<file path="config.mk">
export PLATFORM = sky130hd
export DESIGN_NAME = gpuBackend
export DESIGN_NICKNAME = d
export VERILOG_FILES = /design/src/source/pixelPkg.sv /design/src/source/blockPkg.sv /design/src/source/pairStage.sv /design/src/source/pixelBlender.sv /design/src/source/blockBuffer.sv /design/src/source/gpuBackend.sv
export SDC_FILE = /design/constraint.sdc
export NUM_CORES = 1
export LEC_CHECK = 0
export ABC_AREA = 0
export BUFFER_PORTS_ARGS = -buffer_cell sky130_fd_sc_hd__buf_2
export CAP_MARGIN = 30
export CORE_AREA = 5 5 264 266
export DETAILED_ROUTE_END_ITERATION = 12
export DIE_AREA = 0 0 269 271
export PLACE_DENSITY = 0.53
export SLEW_MARGIN = 20
export SYNTH_ARGS = -nofsm -noshare
export SYNTH_HDL_FRONTEND = slang
export SYNTH_SLANG_ARGS = --single-unit
</file>
<file path="constraint.sdc">
create_clock -name clk -period 3.5 [get_ports clk]
set_clock_uncertainty 0.1 [all_clocks]
set_input_delay 0.35 -clock clk [delete_from_list [all_inputs] [get_ports clk]]
set_output_delay 0.35 -clock clk [all_outputs]
set_load 0.005 [all_outputs]
</file>
<file path="src/source/pixelPkg.sv">
package pixelPkg;

	// --------------------------------------------------
	// Channel widths
	// --------------------------------------------------
	// Gouraud colour from the front end
	localparam int GOURAUD_BITS = 8;
	// Video memory channel
	localparam int CHANNEL_BITS = 5;

	typedef logic [GOURAUD_BITS-1:0] colour8_t;
	typedef logic [CHANNEL_BITS-1:0] colour5_t;

	// Saturation level of a video memory channel
	localparam colour5_t CHANNEL_MAX = 5'd31;

	// --------------------------------------------------
	// Stored pixel layout
	// --------------------------------------------------
	// Mask bit on top, then blue, green, red
	typedef logic [15:0] pixelWord_t;
	localparam int RED_LSB = 0;
	localparam int GREEN_LSB = 5;
	localparam int BLUE_LSB = 10;
	localparam int MASK_BIT = 15;

	// Semi-transparency modes, same encoding as the GPU register
	typedef enum logic [1:0] {
		AVERAGE = 2'd0,
		ADD = 2'd1,
		SUBTRACT = 2'd2,
		ADD_QUARTER = 2'd3
	} blendMode_t;

endpackage

</file>
<file path="src/source/blockPkg.sv">
package blockPkg;

	// --------------------------------------------------
	// Screen coordinates
	// --------------------------------------------------
	// X is doubled, bit 0 picks the side of the pair
	typedef logic [9:0] screenX_t;
	typedef logic [8:0] screenY_t;

	// Y above X bits 9..4
	typedef logic [14:0] blockAdr_t;

	// --------------------------------------------------
	// Block geometry
	// --------------------------------------------------
	localparam int PAIRS_PER_BLOCK = 8;
	localparam int PIXELS_PER_BLOCK = 2 * PAIRS_PER_BLOCK;
	// Width of one stored word inside the block
	localparam int WORD_BITS = 16;

	typedef logic [2:0] slotIndex_t;
	typedef logic [PIXELS_PER_BLOCK*WORD_BITS-1:0] blockData_t;
	typedef logic [PIXELS_PER_BLOCK-1:0] blockMask_t;

	// Block transition code from the front end
	typedef logic [1:0] transition_t;
	localparam int TRANS_START = 0;
	localparam int TRANS_END = 1;

endpackage

</file>
<file path="src/source/pairStage.sv">
`timescale 1ns/1ps

module pairStage (
	input  logic                   clk,
	input  logic                   i_rst,
	input  logic                   i_pause,
	input  blockPkg::transition_t  i_transition,
	input  blockPkg::screenX_t     i_scrX,
	input  blockPkg::screenY_t     i_scrY,
	input  pixelPkg::colour8_t     i_rL,
	input  pixelPkg::colour8_t     i_gL,
	input  pixelPkg::colour8_t     i_bL,
	input  pixelPkg::colour8_t     i_rR,
	input  pixelPkg::colour8_t     i_gR,
	input  pixelPkg::colour8_t     i_bR,
	input  logic                   i_validL,
	input  logic                   i_validR,
	input  logic                   i_maskL,
	input  logic                   i_maskR,
	output blockPkg::transition_t  o_transition,
	output blockPkg::screenX_t     o_scrX,
	output blockPkg::screenY_t     o_scrY,
	output pixelPkg::colour8_t     o_rL,
	output pixelPkg::colour8_t     o_gL,
	output pixelPkg::colour8_t     o_bL,
	output pixelPkg::colour8_t     o_rR,
	output pixelPkg::colour8_t     o_gR,
	output pixelPkg::colour8_t     o_bR,
	output logic                   o_validL,
	output logic                   o_validR,
	output logic                   o_maskL,
	output logic                   o_maskR
);

	// --------------------------------------------------
	// Control part, cleared on reset
	// --------------------------------------------------
	always_ff @(posedge clk) begin
		if (i_rst) begin
			o_transition <= '0;
			o_validL <= 1'b0;
			o_validR <= 1'b0;
		end else if (!i_pause) begin
			o_transition <= i_transition;
			o_validL <= i_validL;
			o_validR <= i_validR;
		end
	end

	// Payload, held as is while paused
	always_ff @(posedge clk) begin
		if (!i_pause) begin
			o_scrX <= i_scrX;
			o_scrY <= i_scrY;
			o_rL <= i_rL;
			o_gL <= i_gL;
			o_bL <= i_bL;
			o_rR <= i_rR;
			o_gR <= i_gR;
			o_bR <= i_bR;
			o_maskL <= i_maskL;
			o_maskR <= i_maskR;
		end
	end

	// Front end never marks one pair as both start and end of a block
	assertTransition: assert property (@(posedge clk) disable iff (i_rst)
		!(i_transition[blockPkg::TRANS_START] && i_transition[blockPkg::TRANS_END]));

endmodule

</file>
<file path="src/source/pixelBlender.sv">
`timescale 1ns/1ps

module pixelBlender (
	input  pixelPkg::colour8_t    i_r,
	input  pixelPkg::colour8_t    i_g,
	input  pixelPkg::colour8_t    i_b,
	input  logic                  i_maskBit,
	input  logic                  i_blendEnable,
	input  pixelPkg::blendMode_t  i_blendMode,
	input  pixelPkg::pixelWord_t  i_background,
	output pixelPkg::pixelWord_t  o_pixel
);

	// --------------------------------------------------
	// One channel, blend rule and clamp
	// --------------------------------------------------
	function automatic pixelPkg::colour5_t blendChannel(
		input pixelPkg::colour5_t bg,
		input pixelPkg::colour5_t fg,
		input pixelPkg::blendMode_t mode
	);
		// Bit 6 flags a negative subtract, bit 5 a carry past 31
		logic [6:0] bgExt;
		logic [6:0] fgExt;
		logic [6:0] sum;
		pixelPkg::colour5_t result;
		bgExt = {2'b00, bg};
		fgExt = {2'b00, fg};
		case (mode)
			pixelPkg::AVERAGE:     sum = (bgExt >> 1) + (fgExt >> 1);
			pixelPkg::ADD:         sum = bgExt + fgExt;
			pixelPkg::SUBTRACT:    sum = bgExt - fgExt;
			pixelPkg::ADD_QUARTER: sum = bgExt + (fgExt >> 2);
			default:               sum = fgExt;
		endcase
		// Clamp to 0
		if (sum[6]) begin
			result = '0;
		end else if (sum > {2'b00, pixelPkg::CHANNEL_MAX}) begin
			// Saturate
			result = pixelPkg::CHANNEL_MAX;
		end else begin
			result = sum[pixelPkg::CHANNEL_BITS-1:0];
		end
		return result;
	endfunction

	// Foreground keeps the top 5 Gouraud bits
	pixelPkg::colour5_t fgR;
	pixelPkg::colour5_t fgG;
	pixelPkg::colour5_t fgB;
	// Background channels from the block buffer
	pixelPkg::colour5_t bgR;
	pixelPkg::colour5_t bgG;
	pixelPkg::colour5_t bgB;

	assign fgR = i_r[pixelPkg::GOURAUD_BITS-1 -: pixelPkg::CHANNEL_BITS];
	assign fgG = i_g[pixelPkg::GOURAUD_BITS-1 -: pixelPkg::CHANNEL_BITS];
	assign fgB = i_b[pixelPkg::GOURAUD_BITS-1 -: pixelPkg::CHANNEL_BITS];

	assign bgR = i_background[pixelPkg::RED_LSB +: pixelPkg::CHANNEL_BITS];
	assign bgG = i_background[pixelPkg::GREEN_LSB +: pixelPkg::CHANNEL_BITS];
	assign bgB = i_background[pixelPkg::BLUE_LSB +: pixelPkg::CHANNEL_BITS];

	// --------------------------------------------------
	// Output word
	// --------------------------------------------------
	always_comb begin
		o_pixel = '0;
		if (i_blendEnable) begin
			o_pixel[pixelPkg::RED_LSB +: pixelPkg::CHANNEL_BITS] = blendChannel(bgR, fgR, i_blendMode);
			o_pixel[pixelPkg::GREEN_LSB +: pixelPkg::CHANNEL_BITS] = blendChannel(bgG, fgG, i_blendMode);
			o_pixel[pixelPkg::BLUE_LSB +: pixelPkg::CHANNEL_BITS] = blendChannel(bgB, fgB, i_blendMode);
		end else begin
			// Opaque, plain conversion
			o_pixel[pixelPkg::RED_LSB +: pixelPkg::CHANNEL_BITS] = fgR;
			o_pixel[pixelPkg::GREEN_LSB +: pixelPkg::CHANNEL_BITS] = fgG;
			o_pixel[pixelPkg::BLUE_LSB +: pixelPkg::CHANNEL_BITS] = fgB;
		end
		// Mask bit passes through, background mask ignored
		o_pixel[pixelPkg::MASK_BIT] = i_maskBit;
	end

endmodule

</file>
<file path="src/source/blockBuffer.sv">
`timescale 1ns/1ps

module blockBuffer (
	input  logic                   clk,
	input  logic                   i_rst,
	input  logic                   i_pause,
	input  logic                   i_flushClearMask,
	input  blockPkg::transition_t  i_transition,
	input  blockPkg::screenX_t     i_scrX,
	input  blockPkg::screenY_t     i_scrY,
	input  logic                   i_validL,
	input  logic                   i_validR,
	input  pixelPkg::pixelWord_t   i_pixelL,
	input  pixelPkg::pixelWord_t   i_pixelR,
	input  logic                   i_importStrobe,
	input  blockPkg::blockData_t   i_importBlock,
	output pixelPkg::pixelWord_t   o_backgroundL,
	output pixelPkg::pixelWord_t   o_backgroundR,
	output logic                   o_stencilWriteSig,
	output blockPkg::blockAdr_t    o_stencilWriteAdr,
	output blockPkg::blockAdr_t    o_loadAdr,
	output blockPkg::blockAdr_t    o_saveAdr,
	output blockPkg::blockMask_t   o_stencilWriteMask,
	output blockPkg::blockMask_t   o_stencilWriteValue,
	output blockPkg::blockData_t   o_exportBlock,
	output blockPkg::blockMask_t   o_exportMask
);

	blockPkg::blockData_t cacheBlock;
	blockPkg::blockMask_t cacheMask;
	blockPkg::blockAdr_t lastWriteAdr;
	blockPkg::blockAdr_t writeAdr;
	blockPkg::slotIndex_t slot;
	// Word index of each side inside the block
	logic [3:0] wordL;
	logic [3:0] wordR;
	logic writeL;
	logic writeR;
	logic clearMask;

	// --------------------------------------------------
	// Pair slot and background read
	// --------------------------------------------------
	assign slot = i_scrX[3:1];
	assign wordL = {slot, 1'b0};
	assign wordR = {slot, 1'b1};

	assign o_backgroundL = cacheBlock[wordL*blockPkg::WORD_BITS +: blockPkg::WORD_BITS];
	assign o_backgroundR = cacheBlock[wordR*blockPkg::WORD_BITS +: blockPkg::WORD_BITS];

	// Block address of the pair in the stage
	assign writeAdr = {i_scrY, i_scrX[9:4]};

	// --------------------------------------------------
	// Write control, all frozen on pause
	// --------------------------------------------------
	// Block end seen in the stage, save the block now
	assign o_stencilWriteSig = i_transition[blockPkg::TRANS_END] & ~i_pause;
	assign clearMask = (o_stencilWriteSig | i_flushClearMask) & ~i_pause;
	// No texels here, a valid pixel is always written
	assign writeL = i_validL & ~i_pause;
	assign writeR = i_validR & ~i_pause;

	// Block data, pixel writes win over the import
	always_ff @(posedge clk) begin
		if (i_importStrobe) begin
			cacheBlock <= i_importBlock;
		end
		if (writeL) begin
			cacheBlock[wordL*blockPkg::WORD_BITS +: blockPkg::WORD_BITS] <= i_pixelL;
		end
		if (writeR) begin
			cacheBlock[wordR*blockPkg::WORD_BITS +: blockPkg::WORD_BITS] <= i_pixelR;
		end
	end

	// Mask and last block address
	always_ff @(posedge clk) begin
		if (i_rst) begin
			cacheMask <= '0;
			lastWriteAdr <= '0;
		end else begin
			// Clear first, a pixel of the new block still lands this edge
			if (clearMask) begin
				cacheMask <= '0;
			end
			if (writeL) begin
				cacheMask[wordL] <= 1'b1;
			end
			if (writeR) begin
				cacheMask[wordR] <= 1'b1;
			end
			if (writeL | writeR) begin
				lastWriteAdr <= writeAdr;
			end
		end
	end

	// --------------------------------------------------
	// Export side
	// --------------------------------------------------
	// Mask bit of every stored word
	always_comb begin
		for (int w = 0; w < blockPkg::PIXELS_PER_BLOCK; w++) begin
			o_stencilWriteValue[w] = cacheBlock[w*blockPkg::WORD_BITS + pixelPkg::MASK_BIT];
		end
	end

	assign o_stencilWriteMask = cacheMask;
	assign o_stencilWriteAdr = lastWriteAdr;
	assign o_saveAdr = lastWriteAdr;
	assign o_loadAdr = writeAdr;
	assign o_exportBlock = cacheBlock;
	assign o_exportMask = cacheMask;

	// A held pipeline keeps its mask and last block address
	assertHoldOnPause: assert property (@(posedge clk) disable iff (i_rst)
		i_pause |=> $stable(cacheMask) && $stable(lastWriteAdr));

endmodule

</file>
<file path="src/source/gpuBackend.sv">
`timescale 1ns/1ps

module gpuBackend (
	input  logic                   clk,
	input  logic                   i_rst,
	input  logic                   i_pause,
	input  logic                   i_flushClearMask,
	input  logic                   i_blendEnable,
	input  pixelPkg::blendMode_t   i_blendMode,
	input  blockPkg::transition_t  i_transition,
	input  blockPkg::screenX_t     i_scrX,
	input  blockPkg::screenY_t     i_scrY,
	input  pixelPkg::colour8_t     i_rL,
	input  pixelPkg::colour8_t     i_gL,
	input  pixelPkg::colour8_t     i_bL,
	input  pixelPkg::colour8_t     i_rR,
	input  pixelPkg::colour8_t     i_gR,
	input  pixelPkg::colour8_t     i_bR,
	input  logic                   i_validL,
	input  logic                   i_validR,
	input  logic                   i_maskL,
	input  logic                   i_maskR,
	input  logic                   i_importStrobe,
	input  blockPkg::blockData_t   i_importBlock,
	output logic                   o_stencilWriteSig,
	output blockPkg::blockAdr_t    o_stencilWriteAdr,
	output blockPkg::blockMask_t   o_stencilWriteMask,
	output blockPkg::blockMask_t   o_stencilWriteValue,
	output blockPkg::blockAdr_t    o_loadAdr,
	output blockPkg::blockAdr_t    o_saveAdr,
	output blockPkg::blockData_t   o_exportBlock,
	output blockPkg::blockMask_t   o_exportMask
);

	// Stage outputs
	blockPkg::transition_t sTransition;
	blockPkg::screenX_t sScrX;
	blockPkg::screenY_t sScrY;
	pixelPkg::colour8_t sRL;
	pixelPkg::colour8_t sGL;
	pixelPkg::colour8_t sBL;
	pixelPkg::colour8_t sRR;
	pixelPkg::colour8_t sGR;
	pixelPkg::colour8_t sBR;
	logic sValidL;
	logic sValidR;
	logic sMaskL;
	logic sMaskR;
	// Background words and blended results per side
	pixelPkg::pixelWord_t backgroundL;
	pixelPkg::pixelWord_t backgroundR;
	pixelPkg::pixelWord_t pixelL;
	pixelPkg::pixelWord_t pixelR;

	// --------------------------------------------------
	// Pair register
	// --------------------------------------------------
	pairStage u_stage (
		.clk(clk), .i_rst(i_rst), .i_pause(i_pause),
		.i_transition(i_transition), .i_scrX(i_scrX), .i_scrY(i_scrY),
		.i_rL(i_rL), .i_gL(i_gL), .i_bL(i_bL),
		.i_rR(i_rR), .i_gR(i_gR), .i_bR(i_bR),
		.i_validL(i_validL), .i_validR(i_validR),
		.i_maskL(i_maskL), .i_maskR(i_maskR),
		.o_transition(sTransition), .o_scrX(sScrX), .o_scrY(sScrY),
		.o_rL(sRL), .o_gL(sGL), .o_bL(sBL),
		.o_rR(sRR), .o_gR(sGR), .o_bR(sBR),
		.o_validL(sValidL), .o_validR(sValidR),
		.o_maskL(sMaskL), .o_maskR(sMaskR)
	);

	// Left pixel, even word of the slot
	pixelBlender u_blendL (
		.i_r(sRL), .i_g(sGL), .i_b(sBL), .i_maskBit(sMaskL),
		.i_blendEnable(i_blendEnable), .i_blendMode(i_blendMode),
		.i_background(backgroundL), .o_pixel(pixelL)
	);

	// Right pixel, odd word of the slot
	pixelBlender u_blendR (
		.i_r(sRR), .i_g(sGR), .i_b(sBR), .i_maskBit(sMaskR),
		.i_blendEnable(i_blendEnable), .i_blendMode(i_blendMode),
		.i_background(backgroundR), .o_pixel(pixelR)
	);

	// --------------------------------------------------
	// Block buffer and write back
	// --------------------------------------------------
	blockBuffer u_buffer (
		.clk(clk), .i_rst(i_rst), .i_pause(i_pause),
		.i_flushClearMask(i_flushClearMask), .i_transition(sTransition),
		.i_scrX(sScrX), .i_scrY(sScrY),
		.i_validL(sValidL), .i_validR(sValidR),
		.i_pixelL(pixelL), .i_pixelR(pixelR),
		.i_importStrobe(i_importStrobe), .i_importBlock(i_importBlock),
		.o_backgroundL(backgroundL), .o_backgroundR(backgroundR),
		.o_stencilWriteSig(o_stencilWriteSig), .o_stencilWriteAdr(o_stencilWriteAdr),
		.o_loadAdr(o_loadAdr), .o_saveAdr(o_saveAdr),
		.o_stencilWriteMask(o_stencilWriteMask), .o_stencilWriteValue(o_stencilWriteValue),
		.o_exportBlock(o_exportBlock), .o_exportMask(o_exportMask)
	);

endmodule

</file>
==> impl_metrics.env <==
export IMPL_run_status="complete, but fails checks"
export IMPL_failed_checks="negative setup slack"
export IMPL_grt_setup_unrepaired="true"
export IMPL_ys_ff_latch=340
export IMPL_grt_util_all_layers_pct=27.5
export IMPL_sequential_element_share_of_the_synthesized_area_pct=36.3
export IMPL_end_kind="flop"
export IMPL_data_required_time_of_the_worst_path_ns=3.85
export IMPL_dr_wl_met3_um=8980
export IMPL_crit_arrival_ns=3.96
export IMPL_drv_slew=0
export IMPL_layout_filler_cells=6423
export IMPL_dpl_worst_slack_ns=-0.471
export IMPL_slew_of_the_pin_with_the_lowest_slew_margin_ns=1.03
export IMPL_clock_tree_buffer_depth=3
export IMPL_final_common_cell="sky130_fd_sc_hd__buf_2"
export IMPL_fin_area_um2=31900
export IMPL_maxUsedRoutingLayer="met5"
export IMPL_multiInputGateArea_um2=13000
export IMPL_floorplan_die_width_um=269
export IMPL_yosysUniqueCellTypes=71
export IMPL_clock_insertion_delay_at_the_later_pin_of_the_skew_report_ns=0.57
export IMPL_synth_async_reset_ratio_pct=0
export IMPL_postRouteAntennaNets=0
export IMPL_overflow=0
export IMPL_maxCapViolations=0
export IMPL_syn_nets=2681
export IMPL_clock_tree_root_cell="sky130_fd_sc_hd__clkbuf_16"
export IMPL_grt_antenna_before_repair=14
export IMPL_first_global_vias=22500
export IMPL_area_delta_synth_final_pct=58.6
export IMPL_placedCellCount=3816
export IMPL_hold_worst_slack_ns=0.0166
export IMPL_drt_drc_violations_left=0
export IMPL_report_power_total_mw=15.1
export IMPL_mappedNetlistArea_um2=20100
export IMPL_met2RoutedLength_um=48800
export IMPL_buffers_on_ports=666
export IMPL_netlist_instances=2233
export IMPL_timing_fmax_ghz=0.277
export IMPL_layout_min_cycle_time_ns=3.61
export IMPL_initial_util_pct=30.1
export IMPL_worstHoldPathType="primary input to flop"
export IMPL_sequential_area_um2=7310
export IMPL_clock_sink_count=340
export IMPL_core_utilization_of_the_finished_layout_pct=47.8
export IMPL_gp_routability_congestion=0.920
export IMPL_timing_final_crit_share_pct=103
export IMPL_drt_pass1_iter_count=5
export IMPL_grt_max_degree=77
export IMPL_final_layout_size_suffix_gt1_share_pct=42.3
export IMPL_count_of_flip_flops_with_a_built_in_enable_after_synthesis=50
export IMPL_routedLengthMet1_um=46900
export IMPL_grt_first_pass_wirelength_um=152000
export IMPL_stdcell_count=4200
export IMPL_placedInstanceArea_um2=25800
export IMPL_slew_limit_headroom_pct=30.9
export IMPL_max_vdd_drop_uv=297
export IMPL_p_per_area_nw_per_um2=473
export IMPL_core_area_um2=66800
export IMPL_timing_setup_tns_ns=-4.26
export IMPL_hpwlAfterDp_um=81100
export IMPL_routed_via_count=22900
export IMPL_setup_viol=118
export IMPL_cp_start_kind="flop"
export IMPL_p_leak_nw=14.1
export IMPL_timing_setup_critical_path_class="flop to flop"
export IMPL_synth_area_per_cell_um2=9.01
export IMPL_num_rows=95
export IMPL_wire_per_inst_um=25.8
export IMPL_detail_route_wirelength_um=108000
export IMPL_final_nets=3733
export IMPL_synth_top_flop_cell="sky130_fd_sc_hd__dfxtp_1"
export IMPL_detail_route_vias_per_cell=5.46
export IMPL_cts_buffers=41
export IMPL_cts_tree="done"
export IMPL_commonest_cells_after_routing_fill_and_taps_aside="sky130_fd_sc_hd__buf_2, sky130_fd_sc_hd__dfxtp_1, sky130_fd_sc_hd__buf_4"
export IMPL_critical_path_max_fanout=8
export IMPL_cts_max_level=2
export IMPL_top_ports=687
export IMPL_drtIter0Drc=2365
export IMPL_die_height_um=271
export IMPL_floorplan_die_area_um2=72900
export IMPL_layout_setup_ws_ns=-0.115
export IMPL_yosysWarnings=0
export IMPL_clk_pin_slew_ns=0.06
export IMPL_report_final_hold_viol_count=0
## area by class of cell
cell class | count | share of cell area, %
antenna | 10 | 0.0784
clock buffer | 62 | 3.75
clock inverter | 13 | 0.584
inverter | 72 | 0.894
multi-input combinational | 1607 | 40.7
sequential | 340 | 22.9
tap | 873 | 3.42
timing repair buffer | 1223 | 27.6
## synthesized netlist by cell type (6+ instances only)
master,count,area share [%]
sky130_fd_sc_hd__buf_4,61,2.3
sky130_fd_sc_hd__nor2b_1,81,2.5
sky130_fd_sc_hd__mux2i_1,211,10
sky130_fd_sc_hd__nand2_1,159,3.0
sky130_fd_sc_hd__mux2_2,20,1.1
sky130_fd_sc_hd__clkbuf_1,71,1.3
sky130_fd_sc_hd__a31oi_1,31,0.96
sky130_fd_sc_hd__o31ai_1,46,1.7
sky130_fd_sc_hd__ha_1,93,5.8
sky130_fd_sc_hd__fa_1,18,1.8
sky130_fd_sc_hd__nand3_1,30,0.75
sky130_fd_sc_hd__o22ai_1,78,2.4
sky130_fd_sc_hd__edfxtp_1,50,7.5
sky130_fd_sc_hd__a21oi_2,6,0.26
sky130_fd_sc_hd__dfxtp_1,290,29
sky130_fd_sc_hd__and2_1,6,0.19
sky130_fd_sc_hd__buf_1,13,0.24
sky130_fd_sc_hd__nor3_1,11,0.27
sky130_fd_sc_hd__a22oi_1,86,3.2
sky130_fd_sc_hd__and4_1,6,0.26
sky130_fd_sc_hd__o211ai_1,24,0.90
sky130_fd_sc_hd__and3_1,14,0.44
sky130_fd_sc_hd__a211oi_1,74,2.8
sky130_fd_sc_hd__inv_1,67,1.2
sky130_fd_sc_hd__o21ai_1,12,0.30
sky130_fd_sc_hd__xnor2_1,27,1.2
sky130_fd_sc_hd__a221oi_1,21,0.91
sky130_fd_sc_hd__or3_1,8,0.25
sky130_fd_sc_hd__nand2b_1,15,0.47
sky130_fd_sc_hd__buf_2,65,1.6
sky130_fd_sc_hd__nor2_1,156,2.9
sky130_fd_sc_hd__a21oi_1,148,3.7
sky130_fd_sc_hd__o21ai_0,130,3.2
sky130_fd_sc_hd__nand4_1,13,0.40
## registers in the layout (all words and copies together) (netlist names)
name,cells
u_buffer.o_exportMask,16
u_buffer.o_saveAdr,15
u_buffer.o_exportBlock,256
u_stage.o_maskR,1
u_stage.o_bR,5
u_stage.o_maskL,1
u_stage.o_scrY,9
u_stage.o_rL,5
u_stage.o_scrX,9
u_stage.o_gR,5
u_stage.o_bL,5
u_stage.o_validR,1
u_stage.o_gL,5
u_stage.o_validL,1
u_stage.o_rR,5
u_stage.o_transition,1
## routing by layer
layer | vias up | track usage [%]
met5 | - | 0
met3 | 221 | 5.22
met2 | 1175 | 43.2
met4 | 6 | 8.70
li1 | 10300 | -
met1 | 11200 | 38.1
## report_power, final
group	internal (mW)	leakage (nW)	total, mW	switching (mW)
clock	2.67	0.672	4.49	1.82
sequential	4.37	2.92	4.87	0.492
combinational	2.79	10.5	5.74	2.95
## cells by family (layout without fill, tap and decap cells)
kind of cell	Yosys count	count (layout)	share of synthesized area [%]
compound gates	714	714	23.6
simple gates	522	522	12.5
flops	340	340	36.3
buf+inv	286	1370	7.03
mux	233	233	11.8
fa+ha+maj	111	111	7.57
xor+xnor	27	27	1.18
other cells	0	10	0
## timing repair
action / CTS / global route
cloned: 0 / 0
hold buffers: 228 / 1
pin swaps: 57 / 112
setup buffers: 48 / 23
setup endpoints to repair: 240 / 240
endpoints found under the hold margin: 228 / 1
gates resized for setup: 136 / 262
## final timing paths
check / start / to / slack, ns / cells past startpoint
setup / recovery: u_stage.o_scrX[2]$_DFFE_PN_ / u_buffer.o_exportBlock[20]$_DFF_P_ / -0.11 / 16
hold / removal: i_importBlock[95] / u_buffer.o_exportBlock[95]$_DFF_P_ / 0.02 / 3
setup reg to reg: u_stage.o_scrX[2]$_DFFE_PN_ / u_buffer.o_exportBlock[20]$_DFF_P_ / -0.11 / 16
hold reg to reg: u_buffer.o_saveAdr[8]$_SDFFE_PP0P_ / u_buffer.o_saveAdr[8]$_SDFFE_PP0P_ / 0.37 / 2
## worst max-delay path, cell delays in order, from the launching register on
cell and delay, ns:
sky130_fd_sc_hd__edfxtp_1 0.48, sky130_fd_sc_hd__buf_4 0.19, sky130_fd_sc_hd__buf_6 0.13, sky130_fd_sc_hd__nor3_4 0.28
sky130_fd_sc_hd__buf_12 0.18, sky130_fd_sc_hd__a22o_1 0.25, sky130_fd_sc_hd__nor3_4 0.09, sky130_fd_sc_hd__ha_2 0.19
sky130_fd_sc_hd__fa_2 0.37, sky130_fd_sc_hd__nor2b_4 0.13, sky130_fd_sc_hd__o21ai_2 0.08, sky130_fd_sc_hd__and4b_1 0.20
sky130_fd_sc_hd__nor4b_2 0.21, sky130_fd_sc_hd__buf_4 0.17, sky130_fd_sc_hd__a211oi_4 0.04, sky130_fd_sc_hd__buf_6 0.16
sky130_fd_sc_hd__o31ai_2 0.23
(Power assumes the default switching activity.)
